--- config.mk ---
export PLATFORM = sky130hd
export DESIGN_NAME = mem_stage
export DESIGN_NICKNAME = d
export VERILOG_FILES = /design/src/common/mem_pkg.sv /design/src/mem_access/mem_byte_sequencer.sv /design/src/mem_access/mem_result_stage.sv /design/src/source/mem_stage.sv
export SDC_FILE = /design/constraint.sdc
export NUM_CORES = 1
export LEC_CHECK = 0
export ABC_AREA = 1
export BUFFER_PORTS_ARGS = -buffer_cell sky130_fd_sc_hd__buf_2
export CORE_ASPECT_RATIO = 0.7
export CORE_MARGIN = 2
export CORE_UTILIZATION = 37
export DETAILED_ROUTE_END_ITERATION = 10
export PLACE_DENSITY_LB_ADDON = 0.3
export SLEW_MARGIN = 10
export SYNTH_ARGS = -nofsm -noshare
export SYNTH_HDL_FRONTEND = slang
export SYNTH_SLANG_ARGS = --single-unit
--- constraint.sdc ---
create_clock -name clk -period 2.3 [get_ports clk]
set_input_delay 0.69 -clock clk [delete_from_list [all_inputs] [get_ports clk]]
set_output_delay 0.69 -clock clk [all_outputs]
set_load 0.01 [all_outputs]
--- src/common/mem_pkg.sv ---
////////////////////////////////////////////////////////////////////////////
// Shared constants and bundles for the memory-access stage. Modules pull
// them in with a wildcard import in their module header.
////////////////////////////////////////////////////////////////////////////

`default_nettype none

package mem_pkg;

    ////////////////////////////////////////////////////////////////////////
    // Widths
    ////////////////////////////////////////////////////////////////////////

    localparam int XLEN       = 32;
    localparam int BYTE_W     = 8;
    localparam int HALF_W     = 2 * BYTE_W;
    localparam int OPCODE_W   = 7;
    localparam int FUNCT3_W   = 3;
    localparam int REG_ADDR_W = 5;

    // Byte lane index within a word, and beat counter (up to 4 bytes + 2 idle)
    localparam int LANE_W = 2;
    localparam int BEAT_W = 3;

    ////////////////////////////////////////////////////////////////////////
    // Opcodes and funct3 decoding
    ////////////////////////////////////////////////////////////////////////

    localparam logic [OPCODE_W-1:0] OPCODE_LOAD  = 7'b0000011;
    localparam logic [OPCODE_W-1:0] OPCODE_STORE = 7'b0100011;
    localparam logic [OPCODE_W-1:0] OPCODE_NOP   = 7'b0000000;

    // Low funct3 bits give the access size
    localparam int SIZE_W = 2;
    localparam logic [SIZE_W-1:0] SIZE_BYTE = 2'b00;
    localparam logic [SIZE_W-1:0] SIZE_HALF = 2'b01;
    localparam logic [SIZE_W-1:0] SIZE_WORD = 2'b10;

    // Set for LBU / LHU
    localparam int FUNCT3_UNSIGNED = 2;

    ////////////////////////////////////////////////////////////////////////
    // Memory controller commands
    ////////////////////////////////////////////////////////////////////////

    localparam logic [1:0] BUS_IDLE  = 2'b00;
    localparam logic [1:0] BUS_READ  = 2'b01;
    localparam logic [1:0] BUS_WRITE = 2'b10;

    ////////////////////////////////////////////////////////////////////////
    // Bundles
    ////////////////////////////////////////////////////////////////////////

    typedef struct packed {
        logic [OPCODE_W-1:0]   opcode;
        logic [FUNCT3_W-1:0]   funct3;
        logic                  we;
        logic [REG_ADDR_W-1:0] waddr;
        logic [XLEN-1:0]       alu_result;
        logic [XLEN-1:0]       store_data;
    } ex_mem_t;

    typedef struct packed {
        logic [OPCODE_W-1:0]   opcode;
        logic                  we;
        logic [REG_ADDR_W-1:0] waddr;
        logic [XLEN-1:0]       wdata;
    } mem_wb_t;

    typedef struct packed {
        logic [1:0]        cmd;
        logic [XLEN-1:0]   addr;
        logic [BYTE_W-1:0] wdata;
    } memctrl_req_t;

    localparam mem_wb_t MEM_WB_BUBBLE = '{
        opcode: OPCODE_NOP, we: 1'b0, waddr: '0, wdata: '0
    };

    localparam memctrl_req_t MEMCTRL_IDLE = '{cmd: BUS_IDLE, addr: '0, wdata: '0};

endpackage

`default_nettype wire

--- src/mem_access/mem_byte_sequencer.sv ---
////////////////////////////////////////////////////////////////////////////
// Issue side of the memory stage: walks a load or store one byte per cycle
// over the byte-wide memory controller and holds the pipeline meanwhile.
////////////////////////////////////////////////////////////////////////////

`timescale 1ns/1ns
`default_nettype none

module mem_byte_sequencer import mem_pkg::*; (
    input  logic              clk,
    input  logic              rst_n_i,

    // Instruction from the EX/MEM register
    input  ex_mem_t           ex_mem_i,

    // Byte request to the memory controller
    output memctrl_req_t      memctrl_o,

    output logic              stall_o,
    output logic              capture_o,
    output logic [LANE_W-1:0] capture_lane_o,
    output logic              done_o
);

    logic              is_load;
    logic              is_store;
    logic              mem_op;
    logic [BEAT_W-1:0] num_bytes;
    logic [BEAT_W-1:0] last_beat;
    logic              issue;
    memctrl_req_t      req_d;

    logic [BEAT_W-1:0] beat_q;
    logic              done_q;
    logic              capture_q;
    logic [LANE_W-1:0] lane_q;
    memctrl_req_t      req_q;

    ////////////////////////////////////////////////////////////////////////
    // Decode
    ////////////////////////////////////////////////////////////////////////

    assign is_load  = (ex_mem_i.opcode == OPCODE_LOAD);
    assign is_store = (ex_mem_i.opcode == OPCODE_STORE);
    assign mem_op   = is_load | is_store;

    always_comb begin
        case (ex_mem_i.funct3[SIZE_W-1:0])
            SIZE_BYTE: num_bytes = BEAT_W'(1);
            SIZE_HALF: num_bytes = BEAT_W'(2);
            SIZE_WORD: num_bytes = BEAT_W'(4);
            default:   num_bytes = BEAT_W'(4);
        endcase
    end

    // Two idle beats follow the last byte before done
    assign last_beat = num_bytes + BEAT_W'(1);

    assign stall_o = mem_op & ~done_q;
    assign issue   = stall_o & (beat_q < num_bytes);

    ////////////////////////////////////////////////////////////////////////
    // Byte request
    ////////////////////////////////////////////////////////////////////////

    always_comb begin
        req_d = MEMCTRL_IDLE;
        if (issue) begin
            req_d.cmd  = is_store ? BUS_WRITE : BUS_READ;
            req_d.addr = ex_mem_i.alu_result + XLEN'(beat_q);
            if (is_store) begin
                // Little endian, byte k of rs2 goes to base+k
                req_d.wdata = ex_mem_i.store_data[BYTE_W*beat_q[LANE_W-1:0] +: BYTE_W];
            end
        end
    end

    ////////////////////////////////////////////////////////////////////////
    // Beat counter
    ////////////////////////////////////////////////////////////////////////

    always_ff @(posedge clk) begin
        if (!rst_n_i) begin
            beat_q    <= '0;
            done_q    <= 1'b0;
            capture_q <= 1'b0;
            lane_q    <= '0;
            req_q     <= MEMCTRL_IDLE;
        end else begin
            req_q     <= req_d;
            capture_q <= 1'b0;
            if (stall_o) begin
                if (beat_q == last_beat) begin
                    beat_q <= '0;
                    done_q <= 1'b1;
                end else begin
                    beat_q <= beat_q + BEAT_W'(1);
                    done_q <= 1'b0;
                end
                // Read byte of beat k returns two cycles after beat k
                if (is_load && (beat_q != '0) && (beat_q <= num_bytes)) begin
                    capture_q <= 1'b1;
                    lane_q    <= LANE_W'(beat_q - BEAT_W'(1));
                end
            end else begin
                beat_q <= '0;
                done_q <= 1'b0;
            end
        end
    end

    assign memctrl_o      = req_q;
    assign capture_o      = capture_q;
    assign capture_lane_o = lane_q;
    assign done_o         = done_q;

    ////////////////////////////////////////////////////////////////////////
    // Checks
    ////////////////////////////////////////////////////////////////////////

    a_cmd_legal: assert property (
        @(posedge clk) disable iff (!rst_n_i)
        memctrl_o.cmd != 2'b11
    ) else $error("memory controller saw reserved command");

    // A request only ever follows a stalled cycle
    a_idle_without_stall: assert property (
        @(posedge clk) disable iff (!rst_n_i)
        !stall_o |=> (memctrl_o.cmd == BUS_IDLE)
    ) else $error("memory request issued without a stall");

endmodule

`default_nettype wire

--- src/mem_access/mem_result_stage.sv ---
////////////////////////////////////////////////////////////////////////////
// Collect and writeback side of the memory stage: gathers load bytes into a
// word, extends it and forms the MEM/WB bundle or a bubble.
////////////////////////////////////////////////////////////////////////////

`timescale 1ns/1ns
`default_nettype none

module mem_result_stage import mem_pkg::*; (
    input  logic              clk,
    input  logic              rst_n_i,

    input  ex_mem_t           ex_mem_i,
    input  logic [BYTE_W-1:0] memctrl_rdata_i,

    // From the byte sequencer
    input  logic              stall_i,
    input  logic              capture_i,
    input  logic [LANE_W-1:0] capture_lane_i,
    input  logic              done_i,

    output mem_wb_t           mem_wb_o
);

    logic            is_load;
    logic [XLEN-1:0] word_q;
    logic [XLEN-1:0] load_word;

    ////////////////////////////////////////////////////////////////////////
    // Load extension
    ////////////////////////////////////////////////////////////////////////

    function automatic logic [XLEN-1:0] extend_load(
        input logic [XLEN-1:0]     raw,
        input logic [FUNCT3_W-1:0] funct3
    );
        logic fill;
        logic [XLEN-1:0] result;

        case (funct3[SIZE_W-1:0])
            SIZE_BYTE: begin
                fill   = ~funct3[FUNCT3_UNSIGNED] & raw[BYTE_W-1];
                result = {{(XLEN-BYTE_W){fill}}, raw[BYTE_W-1:0]};
            end
            SIZE_HALF: begin
                fill   = ~funct3[FUNCT3_UNSIGNED] & raw[HALF_W-1];
                result = {{(XLEN-HALF_W){fill}}, raw[HALF_W-1:0]};
            end
            default: begin
                result = raw;
            end
        endcase
        return result;
    endfunction

    assign is_load   = (ex_mem_i.opcode == OPCODE_LOAD);
    assign load_word = extend_load(word_q, ex_mem_i.funct3);

    ////////////////////////////////////////////////////////////////////////
    // Byte lanes
    ////////////////////////////////////////////////////////////////////////

    always_ff @(posedge clk) begin
        if (!rst_n_i || done_i) begin
            word_q <= '0;
        end else if (capture_i) begin
            word_q[BYTE_W*capture_lane_i +: BYTE_W] <= memctrl_rdata_i;
        end
    end

    ////////////////////////////////////////////////////////////////////////
    // MEM/WB bundle
    ////////////////////////////////////////////////////////////////////////

    // Bubble while in reset or stalled
    always_comb begin
        mem_wb_o = MEM_WB_BUBBLE;
        if (rst_n_i && !stall_i) begin
            mem_wb_o.opcode = ex_mem_i.opcode;
            mem_wb_o.we     = ex_mem_i.we;
            mem_wb_o.waddr  = ex_mem_i.waddr;
            if (done_i) begin
                // Stores write nothing back
                mem_wb_o.wdata = is_load ? load_word : '0;
            end else begin
                mem_wb_o.wdata = ex_mem_i.alu_result;
            end
        end
    end

    ////////////////////////////////////////////////////////////////////////
    // Checks
    ////////////////////////////////////////////////////////////////////////

    // Done must end the stall in the very cycle it is seen
    a_done_ends_stall: assert property (
        @(posedge clk) disable iff (!rst_n_i)
        !(done_i && stall_i)
    ) else $error("done and stall high together");

endmodule

`default_nettype wire

--- src/source/mem_stage.sv ---
////////////////////////////////////////////////////////////////////////////
// Memory-access stage top: byte sequencer plus result stage, placed between
// the EX/MEM register, the byte-wide memory controller and writeback.
////////////////////////////////////////////////////////////////////////////

`timescale 1ns/1ns
`default_nettype none

module mem_stage import mem_pkg::*; (
    input  logic              clk,
    input  logic              rst_n_i,

    // From EX/MEM, held by upstream while stalled
    input  ex_mem_t           ex_mem_i,

    // Memory controller
    input  logic [BYTE_W-1:0] memctrl_rdata_i,
    output memctrl_req_t      memctrl_o,

    // Writeback and stall control
    output mem_wb_t           mem_wb_o,
    output logic              stall_o
);

    logic              stall;
    logic              capture;
    logic [LANE_W-1:0] capture_lane;
    logic              done;

    mem_byte_sequencer u_sequencer (
        .clk            (clk),
        .rst_n_i        (rst_n_i),
        .ex_mem_i       (ex_mem_i),
        .memctrl_o      (memctrl_o),
        .stall_o        (stall),
        .capture_o      (capture),
        .capture_lane_o (capture_lane),
        .done_o         (done)
    );

    mem_result_stage u_result (
        .clk             (clk),
        .rst_n_i         (rst_n_i),
        .ex_mem_i        (ex_mem_i),
        .memctrl_rdata_i (memctrl_rdata_i),
        .stall_i         (stall),
        .capture_i       (capture),
        .capture_lane_i  (capture_lane),
        .done_i          (done),
        .mem_wb_o        (mem_wb_o)
    );

    assign stall_o = stall;

endmodule

`default_nettype wire

== Word-level counts from Yosys, hierarchy flattened ==
Index checks and enable logic that the tools add are counted.

* RAM bits: 0
* Bits in registers: 81
* Bits in read-only memories: 0
* Output and inout bits: 88
* Logic and storage cells: 53
* Memories: 0
* Latch bits: 0

* Shift operators: 3
* Bitwise logic cells: 9
* Divide/modulo/power cells: 0
* Muxes and demuxes: 9
* $lt $le $gt $ge: 2
* Add/sub/neg operators: 5
* Reductions and logical operators: 13
* $mul: 0
* Equal/unequal tests: 4

{| class="wikitable"
|+ Operators with widths
! operator !! number
|-
| 32-bit two-way mux || 2
|-
| 32-bit case mux with 2 select lines || 1
|-
| 45-bit two-way mux || 1
|-
| 5-bit negation with 34-bit output || 1
|-
| 8-bit by 34-bit variable shift with 32-bit output, first input constant || 1
|-
| 8-bit by 34-bit variable part select with 32-bit output || 1
|-
| 32-bit by 3-bit adder with 32-bit output || 1
|-
| 32-bit bitwise mux || 1
|-
| 32-bit by 6-bit variable part select with 8-bit output || 1
|-
| 7-bit by 2-bit == test with 1-bit output, second input constant || 1
|-
| 7-bit by 6-bit == test with 1-bit output, second input constant || 1
|-
| 3-bit by 1-bit adder with 3-bit output, second input constant || 2
|-
| 3-bit case mux with 2 select lines || 1
|-
| 2-bit AND reduction || 3
|-
| 1-bit bitwise AND || 4
|-
| 1-bit NOT || 4
|-
| 3-bit == test || 1
|-
| 3-bit less-or-equal comparator || 1
|-
| 1-bit logical AND || 3
|-
| 3-bit less-than comparator || 1
|-
| 3-bit AND reduction || 1
|-
| 3-bit nonzero test || 1
|-
| 3-bit OR reduction || 1
|-
| 2-bit by 1-bit == test with 1-bit output, second input constant || 1
|-
| 7 further kinds || 9
|}

== Depth between registers and ports, before layout ==
* Depth after elaboration: 6
* Mapped depth: 11

== Cells and area by module ==
A second synthesis with hierarchy kept.

* Cells, all modules: 783
* Area, all modules: 4968.5 µm²

{| class="wikitable"
|+ Modules (own cells, without submodules)
! module !! cells each !! area an instance (µm²) !! instances
|-
| mem_byte_sequencer || 411 || 2655.0 || 1
|-
| mem_result_stage || 372 || 2313.5 || 1
|}

== Worst setup path before layout ==
No wires, ideal clock.

* Path kind: input to output
* Start: input ex_mem_i[79] (netlist bit)
* End: output mem_wb_o[14] (netlist bit)
* Slack: -0.021 ns
* Path buffers: 1
* Arrival time: 1.631 ns
* Stages on the path: 8
* Data required time: 1.610 ns
* Path through: inv_1 -> nand2_1 -> nor2_1 -> nand2_1 -> nor2_4 -> buf_4 -> o211ai_1 -> a21oi_1

{| class="wikitable"
|+ RTL lines
! element !! line !! text
|-
| from (decl) || mem_stage.sv:14 || <nowiki>input ex_mem_t ex_mem_i,</nowiki>
|-
| to (decl) || mem_stage.sv:21 || <nowiki>output mem_wb_t mem_wb_o,</nowiki>
|}

==> results.py <==
metrics = {
    "status": {
        "status": "finished with violations",
        "failed_checks": "negative setup slack",
    },
    "timing": {
        "fin_crit_sh": 1.13,
        "finalWorstSetupSlack_ns": -0.294,
        "fin_skew_ns": 0.00648,
        "slew_violations": 0,
        "fmax_ghz": 0.385,
        "finalCriticalPeriod_ns": 2.59,
        "whs_ns": 0.471,
        "rsz0062_at_grt": "true",
        "hold_viol": 0,
        "finalSetupViolations": 46,
        "worstMarginPinSlew_ns": 0.522,
        "relSlewSlack": 0.650,
    },
    "global_routing": {
        "antenna_found_initial": 0,
        "met1_usage": 0.317,
        "global_route.usage.met3": 0.0443,
        "grt.overflow.total": 0,
        "grt_busiest_layer": "met2",
        "grt_max_degree": 33,
        "grt_first_pass_wirelength_um": 24900,
        "grt_pass1_vias": 4845,
        "track_usage": 0.225,
        "met2_usage": 0.346,
    },
    "route": {
        "antenna_left": 0,
        "wirelength_um": 16100,
        "via_per_inst": 4.83,
        "drcViolationCount": 0,
        "vias": 5327,
        "drtIter0Drc": 413,
        "first_pass_iters": 5,
        "wl_per_cell_um": 14.6,
    },
    "setup_path": {
        "end_kind": "output pin",
        "arrival_ns": 1.90,
        "path_class": "in2out",
        "worst_setup_path_start_kind": "input pin",
        "crit_fanout": 8,
        "required_ns": 1.61,
    },
    "die": {
        "core_sq_um": 12600,
        "die_x_um": 141,
        "rows": 34,
        "initial_core_util": 0.384,
        "io-pin-count": 178,
        "die_h_um": 99.7,
        "die_area_sq_um": 14000,
    },
    "logic_synthesis": {
        "synthesis.area_sq_um": 4840,
        "synth-seq-cells": 81,
        "yosys_warnings": 0,
        "syn_avg_cell_area_sq_um": 6.68,
        "yosysUniqueCellTypes": 41,
        "syn_nets": 828,
        "synthCells": 724,
        "synth-seq-area-share": 0.335,
    },
    "cells_and_area": {
        "area_delta_synth_final_pct": 41.5,
        "drive_above_1_share": 0.359,
        "final_cell_mix": "195 x nand2_1, 169 x buf_2, 116 x nor2_1, 81 x dfxtp_1, 63 x inv_1",
        "layout.nets": 1039,
        "fill_cells": 1205,
        "final_common_cell": "nand2_1",
        "utilization": 0.544,
        "diodes": 0,
    },
    "hold_path": {
        "hp-class": "reg2reg",
    },
    "place": {
        "dp_hpwl_um": 12200,
        "numPortBuffers": 177,
        "place_congestion": 0.893,
    },
    "cts": {
        "clkLatencyLatePin_ns": 0.34,
        "tritoncts": "yes",
        "cts_hold_buf": 0,
        "path_clk_slew_ns": 0.06,
        "h-tree-depth": 3,
        "cts.sinks": 81,
        "cts_buffers": 9,
        "clock_path_buffers": 2,
        "cts_root_buf": "clkbuf_16",
    },
    "power_and_ir_drop": {
        "p_leak_nw": 3.23,
        "switching_power_mw": 0.875,
        "irDropWorstVdd_v": 0.000291,
        "clkPwrFrac": 0.455,
        "combPwrFrac": 0.141,
        "switching_share": 0.252,
        "cellInternalPower_mw": 2.60,
        "p_seq_frac": 0.405,
        "p_per_area_nw_per_um2": 507,
    },
    "job": {
        "maxCapViolations": 0,
    },
}
==> metal layers <==
layer,wire length [um],vias up
met5,0,-
li1,-,2730
met1,7740,2400
met2,6990,170
met4,372,0
met3,1010,27
==> sequential cells by signal, indices dropped and copies added (netlist names) <==
| name | cells |
|---|---|
| u_sequencer.capture_o | 1 |
| u_sequencer.memctrl_o | 42 |
| u_result.word_q | 32 |
| u_sequencer.beat_q | 3 |
| u_sequencer.capture_lane_o | 2 |
| u_sequencer.done_o | 1 |
==> worst max-delay path: stages <==
cell and delay (ns):
buf_8 0.10, nor2_4 0.11, nand2_4 0.07, nor2_4 0.13, nand2_2 0.07, nor2_4 0.17
buf_12 0.16, o21ai_1 0.07, a21oi_1 0.17, buf_2 0.15
==> power groups by stage <==
stage / Combinational [mW] / Sequential [mW] / Clock [mW]
CTS: 0.460 / 1.40 / 1.60
finish: 0.489 / 1.40 / 1.58
global placement: 0.412 / 1.44 / 0
global route: 0.531 / 1.40 / 1.66
floorplan: 0.192 / 1.44 / 0
detailed placement: 0.414 / 1.44 / 0
==> Yosys cell counts (all sizes together) <==
cell	number	area, sq um
a21boi	1	7.51
a21oi	89	524
and2	1	6.26
buf	18	116
clkbuf	4	15.0
clkinv	1	3.75
dfxtp	81	1620
fa	1	20.0
ha	13	163
inv	71	267
nand2	210	830
nand3	22	115
nand3b	4	30.0
nand4	4	25.0
nor2	138	613
nor3	5	51.3
nor3b	1	7.51
nor4	1	21.3
o211ai	9	67.6
o21ai	41	262
or2	3	18.8
xnor2	4	35.0
xor2	2	17.5
==> final timing paths <==
path / slack [ns] / cells after the start / start / to
worst max-delay path: -0.29 / 10 / ex_mem_i[75] / mem_wb_o[16]
worst min-delay path: 0.47 / 2 / u_result.word_q[11] / u_result.word_q[11]
worst max register to register: 0.39 / 11 / u_sequencer.beat_q[0] / u_sequencer.memctrl_o[24]
worst min register to register: 0.47 / 2 / u_result.word_q[11] / u_result.word_q[11]
==> per-stage QoR <==
stage / TNS [ns] / cell area, sq um / setup slack, ns / std cells / power [mW]
3_5_place_dp: -10.04 / 6100 / -0.291 / 1073 / 1.85
2_1_floorplan: 0 / 4850 / 0.0111 / 724 / 1.63
5_1_grt: -12.48 / 6850 / -0.354 / 1102 / 3.60
6_report: -9.90 / 6850 / -0.294 / 1102 / 3.47
4_1_cts: -8.68 / 6650 / -0.268 / 1096 / 3.46
3_3_place_gp: -9.27 / 6100 / -0.255 / 1073 / 1.85
==> cell families (layout without fill, tap and decap cells) <==
| family | Yosys count | in the layout | synth area share |
|---|---|---|---|
| AOI/OAI and AO/OA | 140 | 140 | 0.178 |
| xor gates and xnor gates | 6 | 6 | 0.0109 |
| adders and majority gates | 14 | 14 | 0.0378 |
| buffers and inverters | 94 | 310 | 0.0830 |
| DFF | 81 | 81 | 0.335 |
| and+or+nand+nor | 389 | 389 | 0.355 |
==> cell type report <==
type / instances / area [sq um] / area share
multi-input combinational: 549 / 2970 / 0.434
timing repair buffer: 222 / 1450 / 0.212
clock buffer: 10 / 239 / 0.0349
sequential: 81 / 1620 / 0.237
clock inverter: 6 / 90.1 / 0.0132
tap: 162 / 203 / 0.0296
inverter: 72 / 275 / 0.0402
==> repair_timing <==
item                       CTS  global route
setup buffers                4             6
gates resized for setup     35            39
setup endpoints to repair   45            45
gates cloned                 3             2
pin swaps                   10            12
Power figures use the tool's default switching activity.
